$ cat src/hw/fpu_seq_pkg.sv
////////////////////////////////////////
// FP sequencer package
// Widths, register count and the
// instruction encodings the decoder needs
////////////////////////////////////////

package fpu_seq_pkg;

  parameter int unsigned flen       = 32;
  parameter int unsigned nr_fp_regs = 32;

  typedef logic [flen-1:0]               fp_data_t;
  typedef logic [$clog2(nr_fp_regs)-1:0] fp_reg_addr_t;
  typedef logic [31:0]                   instr_t;
  // Bit 5 set means bits 4:0 name an FP destination
  typedef logic [5:0]                    x_id_t;

  ////////////////////////////////////////
  // Major opcodes
  ////////////////////////////////////////

  parameter logic [6:0] opcode_op_fp  = 7'b1010011;
  parameter logic [6:0] opcode_fmadd  = 7'b1000011;
  parameter logic [6:0] opcode_fmsub  = 7'b1000111;
  parameter logic [6:0] opcode_fnmsub = 7'b1001011;
  parameter logic [6:0] opcode_fnmadd = 7'b1001111;
  parameter logic [6:0] opcode_op_v   = 7'b1010111;

  parameter logic [2:0] funct3_opfvf = 3'b101;
  parameter logic [1:0] fmt_single   = 2'b00;

  // funct5 values of OP-FP
  parameter logic [4:0] f5_add     = 5'b00000;
  parameter logic [4:0] f5_sub     = 5'b00001;
  parameter logic [4:0] f5_mul     = 5'b00010;
  parameter logic [4:0] f5_div     = 5'b00011;
  parameter logic [4:0] f5_sqrt    = 5'b01011;
  parameter logic [4:0] f5_sgnj    = 5'b00100;
  parameter logic [4:0] f5_minmax  = 5'b00101;
  parameter logic [4:0] f5_cmp     = 5'b10100;
  parameter logic [4:0] f5_cvt_w_s = 5'b11000;
  parameter logic [4:0] f5_cvt_s_w = 5'b11010;
  // Shared with fclass, told apart by funct3
  parameter logic [4:0] f5_mv_x_w  = 5'b11100;
  parameter logic [4:0] f5_mv_w_x  = 5'b11110;

  // Register field positions
  parameter int unsigned fd_lsb  = 7;
  parameter int unsigned fs1_lsb = 15;
  parameter int unsigned fs2_lsb = 20;
  parameter int unsigned fs3_lsb = 27;

endpackage
$ cat src/hw/fpu_sequencer.sv
////////////////////////////////////////
// FP sequencer top
// Sits between the core coprocessor port
// and the vector unit
////////////////////////////////////////

`timescale 1ns/1ns

module fpu_sequencer #(
  parameter bit fdiv_sqrt_en = 1'b1
) (
  input  logic                  clk_i,
  input  logic                  reset_i,
  // Core issue
  input  fpu_seq_pkg::instr_t   core_issue_instr_i,
  input  fpu_seq_pkg::fp_data_t core_issue_rs1_i,
  input  fpu_seq_pkg::fp_data_t core_issue_rs2_i,
  input  fpu_seq_pkg::fp_data_t core_issue_rs3_i,
  input  fpu_seq_pkg::x_id_t    core_issue_id_i,
  input  logic                  core_issue_valid_i,
  output logic                  core_issue_ready_o,
  output logic                  core_resp_accept_o,
  output logic                  core_resp_writeback_o,
  output logic                  core_resp_exc_o,
  // Core result
  output fpu_seq_pkg::x_id_t    core_result_id_o,
  output fpu_seq_pkg::fp_data_t core_result_data_o,
  output logic                  core_result_valid_o,
  input  logic                  core_result_ready_i,
  // Vector issue
  output fpu_seq_pkg::instr_t   vec_issue_instr_o,
  output fpu_seq_pkg::fp_data_t vec_issue_rs1_o,
  output fpu_seq_pkg::fp_data_t vec_issue_rs2_o,
  output fpu_seq_pkg::fp_data_t vec_issue_rs3_o,
  output fpu_seq_pkg::x_id_t    vec_issue_id_o,
  output logic                  vec_issue_valid_o,
  input  logic                  vec_issue_ready_i,
  input  logic                  vec_resp_accept_i,
  input  logic                  vec_resp_writeback_i,
  input  logic                  vec_resp_exc_i,
  // Vector result
  input  fpu_seq_pkg::x_id_t    vec_result_id_i,
  input  fpu_seq_pkg::fp_data_t vec_result_data_i,
  input  logic                  vec_result_valid_i,
  output logic                  vec_result_ready_o
);

  fpu_seq_pkg::fp_reg_addr_t fd, fs1, fs2, fs3;
  logic use_fs1, use_fs2, use_fs3, use_fd, use_rd, is_move, illegal;
  logic hazard, move_full, sb_set, move_push, mv_w_x, clr;
  fpu_seq_pkg::fp_reg_addr_t clr_addr, waddr0, waddr1;
  fpu_seq_pkg::fp_data_t rdata1, rdata2, rdata3, wdata0, wdata1;
  logic we0, we1;

  fp_instr_decoder #(
    .fdiv_sqrt_en(fdiv_sqrt_en)
  ) u_decoder (
    .instr_i  (core_issue_instr_i),
    .valid_i  (core_issue_valid_i),
    .fd_o     (fd),
    .fs1_o    (fs1),
    .fs2_o    (fs2),
    .fs3_o    (fs3),
    .use_fs1_o(use_fs1),
    .use_fs2_o(use_fs2),
    .use_fs3_o(use_fs3),
    .use_fd_o (use_fd),
    .use_rd_o (use_rd),
    .is_move_o(is_move),
    .illegal_o(illegal)
  );

  fp_scoreboard u_scoreboard (
    .clk_i     (clk_i),
    .reset_i   (reset_i),
    .fs1_i     (fs1),
    .fs2_i     (fs2),
    .fs3_i     (fs3),
    .fd_i      (fd),
    .use_fs1_i (use_fs1),
    .use_fs2_i (use_fs2),
    .use_fs3_i (use_fs3),
    .use_fd_i  (use_fd),
    .set_i     (sb_set),
    .clr_i     (clr),
    .clr_addr_i(clr_addr),
    .hazard_o  (hazard)
  );

  fp_regfile u_regfile (
    .clk_i   (clk_i),
    .raddr1_i(fs1),
    .raddr2_i(fs2),
    .raddr3_i(fs3),
    .waddr0_i(waddr0),
    .waddr1_i(waddr1),
    .wdata0_i(wdata0),
    .wdata1_i(wdata1),
    .we0_i   (we0),
    .we1_i   (we1),
    .rdata1_o(rdata1),
    .rdata2_o(rdata2),
    .rdata3_o(rdata3)
  );

  fp_dispatcher u_dispatcher (
    .core_issue_instr_i   (core_issue_instr_i),
    .core_issue_rs1_i     (core_issue_rs1_i),
    .core_issue_rs2_i     (core_issue_rs2_i),
    .core_issue_rs3_i     (core_issue_rs3_i),
    .core_issue_id_i      (core_issue_id_i),
    .core_issue_valid_i   (core_issue_valid_i),
    .vec_issue_ready_i    (vec_issue_ready_i),
    .vec_resp_accept_i    (vec_resp_accept_i),
    .vec_resp_writeback_i (vec_resp_writeback_i),
    .vec_resp_exc_i       (vec_resp_exc_i),
    .fd_i                 (fd),
    .use_fs1_i            (use_fs1),
    .use_fs2_i            (use_fs2),
    .use_fs3_i            (use_fs3),
    .use_fd_i             (use_fd),
    .use_rd_i             (use_rd),
    .is_move_i            (is_move),
    .illegal_i            (illegal),
    .rdata1_i             (rdata1),
    .rdata2_i             (rdata2),
    .rdata3_i             (rdata3),
    .hazard_i             (hazard),
    .move_full_i          (move_full),
    .vec_issue_instr_o    (vec_issue_instr_o),
    .vec_issue_rs1_o      (vec_issue_rs1_o),
    .vec_issue_rs2_o      (vec_issue_rs2_o),
    .vec_issue_rs3_o      (vec_issue_rs3_o),
    .vec_issue_id_o       (vec_issue_id_o),
    .vec_issue_valid_o    (vec_issue_valid_o),
    .core_issue_ready_o   (core_issue_ready_o),
    .core_resp_accept_o   (core_resp_accept_o),
    .core_resp_writeback_o(core_resp_writeback_o),
    .core_resp_exc_o      (core_resp_exc_o),
    .sb_set_o             (sb_set),
    .move_push_o          (move_push),
    .mv_w_x_o             (mv_w_x)
  );

  // FPR to GPR moves carry fs1 data, GPR to FPR moves carry rs1
  fp_retire_unit u_retire (
    .clk_i              (clk_i),
    .reset_i            (reset_i),
    .move_push_i        (move_push),
    .move_id_i          (core_issue_id_i),
    .move_data_i        (rdata1),
    .mv_w_x_i           (mv_w_x),
    .mv_addr_i          (fd),
    .mv_data_i          (core_issue_rs1_i),
    .vec_result_id_i    (vec_result_id_i),
    .vec_result_data_i  (vec_result_data_i),
    .vec_result_valid_i (vec_result_valid_i),
    .core_result_ready_i(core_result_ready_i),
    .move_full_o        (move_full),
    .vec_result_ready_o (vec_result_ready_o),
    .core_result_id_o   (core_result_id_o),
    .core_result_data_o (core_result_data_o),
    .core_result_valid_o(core_result_valid_o),
    .we0_o              (we0),
    .waddr0_o           (waddr0),
    .wdata0_o           (wdata0),
    .we1_o              (we1),
    .waddr1_o           (waddr1),
    .wdata1_o           (wdata1),
    .clr_o              (clr),
    .clr_addr_o         (clr_addr)
  );

endmodule

$ cat src/hw/fp_retire_unit.sv
////////////////////////////////////////
// FP retire unit
// Holds move results and steers vector
// results to the core or the FPR
////////////////////////////////////////

`timescale 1ns/1ns

module fp_retire_unit (
  input  logic                      clk_i,
  input  logic                      reset_i,
  input  logic                      move_push_i,
  input  fpu_seq_pkg::x_id_t        move_id_i,
  input  fpu_seq_pkg::fp_data_t     move_data_i,
  input  logic                      mv_w_x_i,
  input  fpu_seq_pkg::fp_reg_addr_t mv_addr_i,
  input  fpu_seq_pkg::fp_data_t     mv_data_i,
  input  fpu_seq_pkg::x_id_t        vec_result_id_i,
  input  fpu_seq_pkg::fp_data_t     vec_result_data_i,
  input  logic                      vec_result_valid_i,
  input  logic                      core_result_ready_i,
  output logic                      move_full_o,
  output logic                      vec_result_ready_o,
  output fpu_seq_pkg::x_id_t        core_result_id_o,
  output fpu_seq_pkg::fp_data_t     core_result_data_o,
  output logic                      core_result_valid_o,
  output logic                      we0_o,
  output fpu_seq_pkg::fp_reg_addr_t waddr0_o,
  output fpu_seq_pkg::fp_data_t     wdata0_o,
  output logic                      we1_o,
  output fpu_seq_pkg::fp_reg_addr_t waddr1_o,
  output fpu_seq_pkg::fp_data_t     wdata1_o,
  output logic                      clr_o,
  output fpu_seq_pkg::fp_reg_addr_t clr_addr_o
);

  logic                  mv_valid_q;
  fpu_seq_pkg::x_id_t    mv_id_q;
  fpu_seq_pkg::fp_data_t mv_data_q;
  logic                  mv_pop;

  ////////////////////////////////////////
  // Move result register
  ////////////////////////////////////////

  always_ff @(posedge clk_i) begin
    if (reset_i) begin
      mv_valid_q <= 1'b0;
    end else if (move_push_i) begin
      mv_valid_q <= 1'b1;
    end else if (mv_pop) begin
      mv_valid_q <= 1'b0;
    end
  end

  always_ff @(posedge clk_i) begin
    if (move_push_i) begin
      mv_id_q   <= move_id_i;
      mv_data_q <= move_data_i;
    end
  end

  // Room for a new entry when empty or draining this cycle
  assign move_full_o = mv_valid_q && !mv_pop;

  ////////////////////////////////////////
  // Result arbitration
  ////////////////////////////////////////

  always_comb begin
    core_result_id_o    = mv_id_q;
    core_result_data_o  = mv_data_q;
    core_result_valid_o = 1'b0;
    vec_result_ready_o  = 1'b0;
    mv_pop              = 1'b0;
    we0_o               = 1'b0;
    clr_o               = 1'b0;

    if (vec_result_valid_i && !vec_result_id_i[5]) begin
      // Integer result goes straight to the core
      core_result_id_o    = vec_result_id_i;
      core_result_data_o  = vec_result_data_i;
      core_result_valid_o = 1'b1;
      vec_result_ready_o  = core_result_ready_i;
    end else if (vec_result_valid_i) begin
      vec_result_ready_o = 1'b1;
      we0_o              = 1'b1;
      clr_o              = 1'b1;
    end else if (mv_valid_q) begin
      core_result_valid_o = 1'b1;
      mv_pop              = core_result_ready_i;
    end
  end

  assign waddr0_o   = vec_result_id_i[4:0];
  assign wdata0_o   = vec_result_data_i;
  assign clr_addr_o = vec_result_id_i[4:0];

  // GPR to FPR moves own write port 1
  assign we1_o    = mv_w_x_i;
  assign waddr1_o = mv_addr_i;
  assign wdata1_o = mv_data_i;

endmodule

$ cat src/hw/fp_dispatcher.sv
////////////////////////////////////////
// FP dispatcher
// Stalls, swaps in FP operands and sends
// the request local or to the vector unit
////////////////////////////////////////

`timescale 1ns/1ns

module fp_dispatcher (
  input  fpu_seq_pkg::instr_t       core_issue_instr_i,
  input  fpu_seq_pkg::fp_data_t     core_issue_rs1_i,
  input  fpu_seq_pkg::fp_data_t     core_issue_rs2_i,
  input  fpu_seq_pkg::fp_data_t     core_issue_rs3_i,
  input  fpu_seq_pkg::x_id_t        core_issue_id_i,
  input  logic                      core_issue_valid_i,
  input  logic                      vec_issue_ready_i,
  input  logic                      vec_resp_accept_i,
  input  logic                      vec_resp_writeback_i,
  input  logic                      vec_resp_exc_i,
  input  fpu_seq_pkg::fp_reg_addr_t fd_i,
  input  logic                      use_fs1_i,
  input  logic                      use_fs2_i,
  input  logic                      use_fs3_i,
  input  logic                      use_fd_i,
  input  logic                      use_rd_i,
  input  logic                      is_move_i,
  input  logic                      illegal_i,
  input  fpu_seq_pkg::fp_data_t     rdata1_i,
  input  fpu_seq_pkg::fp_data_t     rdata2_i,
  input  fpu_seq_pkg::fp_data_t     rdata3_i,
  input  logic                      hazard_i,
  input  logic                      move_full_i,
  output fpu_seq_pkg::instr_t       vec_issue_instr_o,
  output fpu_seq_pkg::fp_data_t     vec_issue_rs1_o,
  output fpu_seq_pkg::fp_data_t     vec_issue_rs2_o,
  output fpu_seq_pkg::fp_data_t     vec_issue_rs3_o,
  output fpu_seq_pkg::x_id_t        vec_issue_id_o,
  output logic                      vec_issue_valid_o,
  output logic                      core_issue_ready_o,
  output logic                      core_resp_accept_o,
  output logic                      core_resp_writeback_o,
  output logic                      core_resp_exc_o,
  output logic                      sb_set_o,
  output logic                      move_push_o,
  output logic                      mv_w_x_o
);

  logic is_local;
  logic stall;
  logic accept;

  assign is_local = is_move_i || illegal_i;
  // A move to the GPR needs room in the move register
  assign stall    = hazard_i || (is_move_i && use_rd_i && move_full_i);

  assign vec_issue_valid_o  = core_issue_valid_i && !stall && !is_local;
  assign core_issue_ready_o = !stall && (is_local || vec_issue_ready_i);
  assign accept             = core_issue_valid_i && core_issue_ready_o;

  ////////////////////////////////////////
  // Operand substitution
  ////////////////////////////////////////

  assign vec_issue_instr_o = core_issue_instr_i;
  assign vec_issue_rs1_o   = use_fs1_i ? rdata1_i : core_issue_rs1_i;
  assign vec_issue_rs2_o   = use_fs2_i ? rdata2_i : core_issue_rs2_i;
  assign vec_issue_rs3_o   = use_fs3_i ? rdata3_i : core_issue_rs3_i;
  assign vec_issue_id_o    = use_fd_i ? {1'b1, fd_i} : {1'b0, core_issue_id_i[4:0]};

  // Local requests answer for themselves
  assign core_resp_accept_o    = is_local ? use_rd_i  : vec_resp_accept_i;
  assign core_resp_writeback_o = is_local ? use_rd_i  : vec_resp_writeback_i;
  assign core_resp_exc_o       = is_local ? illegal_i : vec_resp_exc_i;

  assign sb_set_o    = accept && use_fd_i && !is_move_i;
  assign move_push_o = accept && is_move_i && use_rd_i;
  assign mv_w_x_o    = accept && is_move_i && use_fd_i;

endmodule

$ cat src/hw/fp_instr_decoder.sv
////////////////////////////////////////
// FP instruction decoder
// Finds which FP registers a request
// reads and writes, and spots moves
////////////////////////////////////////

`timescale 1ns/1ns

module fp_instr_decoder #(
  parameter bit fdiv_sqrt_en = 1'b1
) (
  input  fpu_seq_pkg::instr_t       instr_i,
  input  logic                      valid_i,
  output fpu_seq_pkg::fp_reg_addr_t fd_o,
  output fpu_seq_pkg::fp_reg_addr_t fs1_o,
  output fpu_seq_pkg::fp_reg_addr_t fs2_o,
  output fpu_seq_pkg::fp_reg_addr_t fs3_o,
  output logic                      use_fs1_o,
  output logic                      use_fs2_o,
  output logic                      use_fs3_o,
  output logic                      use_fd_o,
  output logic                      use_rd_o,
  output logic                      is_move_o,
  output logic                      illegal_o
);

  logic [6:0] opcode;
  logic [2:0] funct3;
  logic [1:0] fmt;
  logic [4:0] funct5;
  logic       is_fused;

  assign opcode = instr_i[6:0];
  assign funct3 = instr_i[14:12];
  assign fmt    = instr_i[26:25];
  assign funct5 = instr_i[31:27];

  assign fd_o  = instr_i[fpu_seq_pkg::fd_lsb  +: $bits(fpu_seq_pkg::fp_reg_addr_t)];
  assign fs1_o = instr_i[fpu_seq_pkg::fs1_lsb +: $bits(fpu_seq_pkg::fp_reg_addr_t)];
  assign fs2_o = instr_i[fpu_seq_pkg::fs2_lsb +: $bits(fpu_seq_pkg::fp_reg_addr_t)];
  assign fs3_o = instr_i[fpu_seq_pkg::fs3_lsb +: $bits(fpu_seq_pkg::fp_reg_addr_t)];

  assign is_fused = opcode inside {fpu_seq_pkg::opcode_fmadd, fpu_seq_pkg::opcode_fmsub,
                                   fpu_seq_pkg::opcode_fnmsub, fpu_seq_pkg::opcode_fnmadd};

  always_comb begin
    use_fs1_o = 1'b0;
    use_fs2_o = 1'b0;
    use_fs3_o = 1'b0;
    use_fd_o  = 1'b0;
    use_rd_o  = 1'b0;
    is_move_o = 1'b0;
    illegal_o = 1'b0;

    if (valid_i && is_fused && fmt == fpu_seq_pkg::fmt_single) begin
      use_fs1_o = 1'b1;
      use_fs2_o = 1'b1;
      use_fs3_o = 1'b1;
      use_fd_o  = 1'b1;
    end else if (valid_i && opcode == fpu_seq_pkg::opcode_op_fp &&
                 fmt == fpu_seq_pkg::fmt_single) begin
      unique case (funct5)
        fpu_seq_pkg::f5_add, fpu_seq_pkg::f5_sub, fpu_seq_pkg::f5_mul,
        fpu_seq_pkg::f5_sgnj, fpu_seq_pkg::f5_minmax: begin
          use_fs1_o = 1'b1;
          use_fs2_o = 1'b1;
          use_fd_o  = 1'b1;
        end
        fpu_seq_pkg::f5_div, fpu_seq_pkg::f5_sqrt: begin
          // Trapped here when the divider is not built
          illegal_o = !fdiv_sqrt_en;
          use_fs1_o = fdiv_sqrt_en;
          use_fs2_o = fdiv_sqrt_en && funct5 == fpu_seq_pkg::f5_div;
          use_fd_o  = fdiv_sqrt_en;
        end
        fpu_seq_pkg::f5_cmp: begin
          use_fs1_o = 1'b1;
          use_fs2_o = 1'b1;
        end
        fpu_seq_pkg::f5_cvt_w_s: use_fs1_o = 1'b1;
        fpu_seq_pkg::f5_cvt_s_w: use_fd_o = 1'b1;
        fpu_seq_pkg::f5_mv_x_w: begin
          // fclass stays in the vector unit
          use_fs1_o = 1'b1;
          use_rd_o  = funct3 != 3'b001;
          is_move_o = funct3 != 3'b001;
        end
        fpu_seq_pkg::f5_mv_w_x: begin
          use_fd_o  = 1'b1;
          is_move_o = 1'b1;
        end
        default: ;
      endcase
    end else if (valid_i && opcode == fpu_seq_pkg::opcode_op_v &&
                 funct3 == fpu_seq_pkg::funct3_opfvf) begin
      // Scalar operand of a .vf instruction
      use_fs1_o = 1'b1;
    end
  end

endmodule

$ cat src/hw/fp_scoreboard.sv
////////////////////////////////////////
// FP scoreboard
// One pending bit per register, checked
// against the operands of the request
////////////////////////////////////////

`timescale 1ns/1ns

module fp_scoreboard (
  input  logic                      clk_i,
  input  logic                      reset_i,
  input  fpu_seq_pkg::fp_reg_addr_t fs1_i,
  input  fpu_seq_pkg::fp_reg_addr_t fs2_i,
  input  fpu_seq_pkg::fp_reg_addr_t fs3_i,
  input  fpu_seq_pkg::fp_reg_addr_t fd_i,
  input  logic                      use_fs1_i,
  input  logic                      use_fs2_i,
  input  logic                      use_fs3_i,
  input  logic                      use_fd_i,
  input  logic                      set_i,
  input  logic                      clr_i,
  input  fpu_seq_pkg::fp_reg_addr_t clr_addr_i,
  output logic                      hazard_o
);

  logic [fpu_seq_pkg::nr_fp_regs-1:0] pending_q;
  logic [fpu_seq_pkg::nr_fp_regs-1:0] pending_d;

  // Set after clear, so a new writer keeps the bit
  always_comb begin
    pending_d = pending_q;
    if (clr_i) pending_d[clr_addr_i] = 1'b0;
    if (set_i) pending_d[fd_i] = 1'b1;
  end

  always_ff @(posedge clk_i) begin
    if (reset_i) begin
      pending_q <= '0;
    end else begin
      pending_q <= pending_d;
    end
  end

  // WAW on fd counts as well
  assign hazard_o = (use_fs1_i && pending_q[fs1_i]) ||
                    (use_fs2_i && pending_q[fs2_i]) ||
                    (use_fs3_i && pending_q[fs3_i]) ||
                    (use_fd_i  && pending_q[fd_i]);

endmodule

$ cat src/hw/fp_regfile.sv
////////////////////////////////////////
// FP register file
// Three combinational reads, two writes
////////////////////////////////////////

`timescale 1ns/1ns

module fp_regfile (
  input  logic                      clk_i,
  input  fpu_seq_pkg::fp_reg_addr_t raddr1_i,
  input  fpu_seq_pkg::fp_reg_addr_t raddr2_i,
  input  fpu_seq_pkg::fp_reg_addr_t raddr3_i,
  input  fpu_seq_pkg::fp_reg_addr_t waddr0_i,
  input  fpu_seq_pkg::fp_reg_addr_t waddr1_i,
  input  fpu_seq_pkg::fp_data_t     wdata0_i,
  input  fpu_seq_pkg::fp_data_t     wdata1_i,
  input  logic                      we0_i,
  input  logic                      we1_i,
  output fpu_seq_pkg::fp_data_t     rdata1_o,
  output fpu_seq_pkg::fp_data_t     rdata2_o,
  output fpu_seq_pkg::fp_data_t     rdata3_o
);

  fpu_seq_pkg::fp_data_t mem [fpu_seq_pkg::nr_fp_regs];

  // Port 1 comes last so it wins on an address clash
  always_ff @(posedge clk_i) begin
    if (we0_i) mem[waddr0_i] <= wdata0_i;
    if (we1_i) mem[waddr1_i] <= wdata1_i;
  end

  assign rdata1_o = mem[raddr1_i];
  assign rdata2_o = mem[raddr2_i];
  assign rdata3_o = mem[raddr3_i];

endmodule

$ cat config.mk
export PLATFORM = sky130hd
export DESIGN_NAME = fpu_sequencer
export DESIGN_NICKNAME = d
export VERILOG_FILES = /design/src/hw/fpu_seq_pkg.sv /design/src/hw/fpu_sequencer.sv /design/src/hw/fp_retire_unit.sv /design/src/hw/fp_dispatcher.sv /design/src/hw/fp_instr_decoder.sv /design/src/hw/fp_scoreboard.sv /design/src/hw/fp_regfile.sv
export SDC_FILE = /design/constraint.sdc
export NUM_CORES = 2
export LEC_CHECK = 0
export BUFFER_PORTS_ARGS = -buffer_cell sky130_fd_sc_hd__buf_2
export CAP_MARGIN = 5
export CORE_MARGIN = 2
export CORE_UTILIZATION = 25
export CTS_CLUSTER_DIAMETER = 200
export DETAILED_ROUTE_END_ITERATION = 6
export GPL_ROUTABILITY_DRIVEN = 1
export SYNTH_ARGS = -nofsm -noshare
export SYNTH_HDL_FRONTEND = slang
export SYNTH_SLANG_ARGS = --single-unit
$ cat constraint.sdc
create_clock -name clk_i -period 11.48 [get_ports clk_i]
set_input_delay 0.574 -clock clk_i [delete_from_list [all_inputs] [get_ports clk_i]]
set_output_delay 0.574 -clock clk_i [all_outputs]
set_load 0.05 [all_outputs]
# After elaboration in Yosys (flattened, before gate mapping)
# Memory sizes are Yosys's and may differ from the RTL's.
# Index checks and enable logic that the tools add are counted.
[totals] register_bits=71 mem_bits_rw=1024 inputBits=181 word_cells=131 mem_count=1
[op_classes] magnitude_cmp=7 n_eq_ne=19 n_mux=55 bitwise=3 n_reduce_logical=42
[mem_list] name="u_regfile.mem" depth=32 width=32 read_ports=3 rd_ports_with_merged_regs=0 write_ports=2 line="fp_regfile.sv:24" rtl="fpu_seq_pkg::fp_data_t mem [fpu_seq_pkg::nr_fp_regs];"
[ops] operator="32-bit two-way mux" n=6
[ops] operator="7-bit equality test, second input constant" n=6
[ops] operator="1-bit two-way mux" n=39
[ops] operator="32-bit bitwise AND" n=1
[ops] operator="32-bit inverter" n=1
[ops] operator="32-bit OR" n=1
[ops] operator="5-bit by 6-bit < comparator with 1-bit output, second input constant" n=5
[ops] operator="5-bit equality test, second input constant" n=5
[ops] operator="1-bit logical AND" n=25
[ops] operator="1-bit binary-select mux with 5-bit select" n=4
[ops] operator="6-bit two-way mux" n=2
[ops] operator="1-bit demux with 5-bit select" n=2
[ops] operator="5-bit by 2-bit equality test with 1-bit output, second input constant" n=2
[ops] operator="5-bit by 3-bit equality test with 1-bit output, second input constant" n=2
[ops] operator="5-bit by 1-bit greater-or-equal comparator with 1-bit output, second input constant" n=2
[ops] operator="10-bit OR reduction" n=1
[ops] operator="9-bit OR reduction" n=1
[ops] operator="6-bit OR reduction" n=1
[ops] operator="5-bit by 1-bit equality test with 1-bit output, second input constant" n=1
[ops] operator="5-bit by 4-bit equality test with 1-bit output, second input constant" n=1
[ops] operator="5-bit logical NOT" n=1
[ops] operator="1-bit logical OR" n=5
[ops] operator="1-bit logical NOT" n=4
[ops] operator="1-bit case mux with 2 select lines" n=2
[ops] operator="6 further kinds" n=6

# Logic depth before layout (Yosys ltp)
[depth] word_depth=18 depth_mapped=12 mapped_depth_nobuf=7

# Modules after synthesis
# Synthesis repeated with hierarchy kept, for this count alone.
[hier_totals] cells_unflattened=6552 hier_area_um2=77474.3
[modules_own_cells] module="fp_regfile" n_inst=1 cells_per_inst=5913 area_each_um2=70286.2 seq_area_each_um2=30749.5
[modules_own_cells] module="fp_scoreboard" n_inst=1 cells_per_inst=247 area_each_um2=2378.5 seq_area_each_um2=640.6
[modules_own_cells] module="fp_retire_unit" n_inst=1 cells_per_inst=173 area_each_um2=2357.3 seq_area_each_um2=1161.1
[modules_own_cells] module="fp_dispatcher" n_inst=1 cells_per_inst=162 area_each_um2=2042.0 seq_area_each_um2=0.0
[modules_own_cells] module="fp_instr_decoder" n_inst=1 cells_per_inst=57 area_each_um2=410.4 seq_area_each_um2=0.0

# Least setup slack after synthesis
# Ideal clock, no wire load.
[synth_path] path_type="input-to-reg" startpoint="input core_issue_instr_i[7]" endpoint="memory u_regfile.mem[12][0] in the netlist's numbering, enable pin" arrival_ps=3704 required_time_ps=11014 path_slack_ps=7310 cell_stages=11 n_path_buf=5 path_cell_list="buf_2 buf_4 buf_2 mux2i_1 a21oi_1 a21o_1 buf_2 a2111oi_4 nand2_2 buf_2 o21ai_0"
[synth_lines] item="start: declaration" line="fpu_sequencer.sv:15" rtl="input fpu_seq_pkg::instr_t core_issue_instr_i,"
[synth_lines] item="end: declaration" line="fp_regfile.sv:24"

# Final worst setup path
[layout_path] startpoint="input core_issue_instr_i[16]" endpoint="output vec_issue_rs1_o[16]"
[layout_between] elab_chain_cells=2
[layout_rtl] item="memory 32 x 32 bit"
[layout_rtl] item="named net rdata1[16]" line="fpu_sequencer.sv:52" rtl="fpu_seq_pkg::fp_data_t rdata1, rdata2, rdata3, wdata0, wdata1;"
[layout_rtl] item="32-bit two-way mux" line="fp_dispatcher.sv:65" rtl="assign vec_issue_rs1_o = use_fs1_i ? rdata1_i : core_issue_rs1_i;"
[layout_rtl] item="end: declaration" line="fpu_sequencer.sv:32" rtl="output fpu_seq_pkg::fp_data_t vec_issue_rs1_o,"
# The timed path passes the listed nets, and every way through them passes these cells.

==> summary.md <==
| Metric | Value |
|---|---|
| Worst clock skew on the final layout | `0.0816 ns` |
| MaxCap Viol Count | `0` |
| Data arrival time of the critical path | `5.00 ns` |
| Maximum fanout along the worst path | `117` |
| Predominant post-synthesis flop cell | `edfxtp_1` |
| Total standard cell area after synthesis | `73,500 um^2` |
| Final period util | `0.486` |
| Synthesized Nets | `4,594` |
| Core Util, Final | `0.284` |
| Number of vias in the routed layout | `47,800` |
| Total wire length | `287,000 um` |
| DRC violation count after routing | `1` |
| Total congestion overflow | `0` |
| Total chip power | `10.3 mW` |
| Synthesis-stage register bit count | `1,095` |
| First-iteration detailed-routing DRC count | `6,737` |
| Layout overhead on the synthesized area | `13.2%` |
| Total number of clock tree sinks | `1,095` |
| Static power due to leakage | `26.7 nW` |
| Placed wire-length estimate after detailed placement | `163,000 um` |
| Unrepaired setup endpoints after global routing | `false` |
| Root Driver | `clkbuf_16` |
| Sequential element share of the synthesized area | `0.443` |
| Final weighted congestion in routability-driven placement | `0.823` |
| Core Rows | `199` |
| Fraction of synthesis flops using an asynchronous set or reset pin | `0` |
| Worst Hold End | `u_retire.mv_id_q[3]$_DFFE_PP_` |
| Time the worst path needs with I/O delays and setup | `5.57 ns` |
| IO Count | `360` |
| Die Wd | `546 um` |
| Die area | `298,000 um^2` |
| Number of pins exceeding their max-slew limit in the final report | `0` |
| FF-to-FF path depth | `7` |
| Clock Path Buffers | `4` |
| Failing checks | `DRC` |
| Worst-case register-to-register setup slack | `6.77 ns` |
| Req. time, crit path | `10.91 ns` |
| Min-delay worst type | `input pin to flop` |
| Number of distinct standard cells referenced by the synthesized netlist | `58` |
| H-tree depth | `4` |
| Power per cell area | `124 nW/um^2` |
| Maximum clock frequency | `179 MHz` |
| Setup slack at placement | `5.94 ns` |
| Hold violation total from the final report | `0` |
| Core box area | `293,000 um^2` |
| WL per Instance | `34.2 um` |
| Worst Setup Path Type | `input pin to output port` |
| Setup total negative slack | `0 ns` |
| HP Start | `core_issue_id_i[3]` |
| Post-CTS clock slew at the launch and capture registers of the worst setup and hold paths | `0.07 ns` |
| Headroom to the max-slew limit | `0.117` |
| Worst slew pin tran | `1.33 ns` |
| TritonCTS clock tree | `yes` |
| Initial Utilization | `0.251` |
| Synth warnings | `0` |
| Layout cell share with drive strength beyond 1 | `0.623` |
| Worst VDD drop | `109 uV` |
| Worst path setup slack after routing | `5.91 ns` |
| Number of enable flip-flop cells after synthesis | `1,062` |
| Synthesized area per cell | `16.7 um^2` |
| Number of antenna violations at the first check in global routing | `24` |
| Status | `complete, but fails checks` |
| Storage element area | `32,600 um^2` |
| Hold buffers post-CTS | `3` |
| Via count normalized by instance count | `5.68` |
| Multi-input logic area | `38,800 um^2` |
| Number of buffers inserted during clock tree synthesis | `143` |
| Number of instances in the synthesized netlist | `4,413` |
| Global-route wire length before repair | `394,000 um` |
| Global routing usage summed across all routing layers | `0.187` |
| Final layout net count | `4,557` |
| Filler Cell Count | `29,300` |
| Nature of the critical path startpoint | `input pin` |
| Category of the worst setup path capture point | `output port` |
| Number of iterations in the first detailed-routing pass | `7` |
| Cell depth of the worst min-delay path | `1` |
| Pin count of the biggest net entering global routing | `149` |
| Antenna Violating Nets Remaining | `0` |
| Post-CTS setup repair buffer count | `0` |
| Resized cells post-CTS | `0` |
| Die Height | `546 um` |
| Launch point of the worst reg-to-reg path | `u_scoreboard.pending_q[6]$_SDFF_PP0_` |
| Number of buffers inserted by port buffering | `359` |
| Vias in the first global route | `48,000` |
| Count of endpoints failing setup in the final report | `0` |
| Worst R2R End | `u_regfile.mem[14][12]$_DFFE_PP_` |
| Worst-Skew Late Latency | `0.86 ns` |
cells in the mapped netlist (all sizes together) (2+ instances only):
library cell,n,area (um^2)
mux2,1132,12700
clkbuf,383,1440
o21a,5,37.5
inv,4,15.0
o21ai,111,556
or3b,2,17.5
a2111oi,4,53.8
nand3,19,95.1
nor2b,19,119
mux4,968,21800
nor3b,6,45.0
a211oi,7,80.1
nor2,22,82.6
edfxtp,1062,31900
and2,14,87.6
nand4b,2,17.5
dfxtp,33,661
nand4,11,68.8
nand3b,31,233
nor3,7,40.0
mux2i,111,1110
nand2b,22,138
and3,2,12.5
buf,223,1140
a22oi,11,82.6
nand2,160,613
a21o,4,30.0
nor4,2,18.8
and3b,2,17.5
o2111ai,3,26.3
or3,2,12.5
and4,2,17.5
a21oi,15,75.1
kinds of logic after synthesis:
family / count (synthesis) / share of synthesized area
AO/OA/AOI/OAI: 170 / 0.0140
AND/OR/NAND/NOR: 327 / 0.0225
buffers and inverters: 610 / 0.0354
multiplexers: 2211 / 0.485
flip-flops: 1095 / 0.443
placed cells by master (no fill, tap or decap), types with 9 or more instances in the layout:
| master | n |
|---|---|
| a21oi_1 | 15 |
| a22oi_1 | 11 |
| buf_2 | 345 |
| buf_4 | 61 |
| bufinv_16 | 9 |
| clkbuf_1 | 27 |
| clkbuf_16 | 146 |
| clkinv_1 | 31 |
| clkinv_2 | 15 |
| dfxtp_1 | 33 |
| diode_2 | 16 |
| edfxtp_1 | 1062 |
| mux2_2 | 1132 |
| mux2i_1 | 111 |
| mux4_2 | 968 |
| nand2_1 | 110 |
| nand2_4 | 48 |
| nand2b_1 | 18 |
| nand3_1 | 19 |
| nand3b_1 | 31 |
| nand4_1 | 11 |
| nor2_1 | 22 |
| nor2b_1 | 19 |
| o21ai_0 | 105 |
sequential cells by signal, summed over array words and instances (netlist names):
signal / flops
u_regfile.mem: 1024
u_retire.mv_data_q: 32
u_retire.mv_id_q: 6
u_retire.mv_valid_q: 1
u_scoreboard.pending_q: 32
worst max-delay path: stages:
cell and delay [ns]:
buf_8 0.47, buf_12 0.67, buf_4 1.01, mux4_2 0.43, mux4_2 0.53, mux2_2 0.37, mux2_2 0.30, buf_2 0.21
layer usage:
metal  vias to the layer above  track usage  part of all wire
met2                      3183        0.292              0.46
met5                         -            0           0.00016
li1                      18400            -                 -
met3                       558       0.0457              0.10
met1                     25600        0.253              0.40
met4                         8       0.0630             0.037
power breakdown:
part / total, mW / internal (mW) / switching [mW] / leakage, nW
Sequential: 4.43 / 4.41 / 0.0168 / 9.82
Combinational: 1.43 / 0.615 / 0.819 / 14.7
Clock: 4.42 / 2.54 / 1.88 / 2.14
Total: 10.3 / 7.56 / 2.71 / 26.7
how the worst max path moves through the flow:
stage / endpoint / cells after the start / slack, ns / startpoint
global route: vec_issue_rs3_o[28] / 8 / 5.80 / core_issue_instr_i[27]
CTS: vec_issue_rs3_o[28] / 8 / 5.93 / core_issue_instr_i[27]
detailed placement: vec_issue_rs3_o[28] / 8 / 5.94 / core_issue_instr_i[27]
finish: vec_issue_rs1_o[16] / 8 / 5.91 / core_issue_instr_i[16]
floorplan: u_regfile.mem[12][0]$_DFFE_PP_ / 11 / 7.31 / core_issue_instr_i[7]
global placement: vec_issue_rs3_o[28] / 8 / 5.99 / core_issue_instr_i[27]
through the flow:
step	area, um^2	instances	hold WS (ns)
CTS	83100	8392	0.00387
finish	83200	8408	0.0570
global placement	78700	8147	0.560
floorplan	73500	4413	0.497
detailed placement	78700	8147	0.555
global route	83100	8394	0.0165
area by class of cell:
| cell class | count | area share |
|---|---|---|
| inverters | 4 | 0.000196 |
| multi-input cells | 2708 | 0.467 |
| clock inverters | 67 | 0.00709 |
| repair buffers | 424 | 0.0296 |
| flip-flops and latches | 1095 | 0.391 |
| clock buffers | 175 | 0.0455 |
| diodes | 16 | 0.000481 |
| well taps | 3919 | 0.0590 |
(Power assumes the default switching activity.)
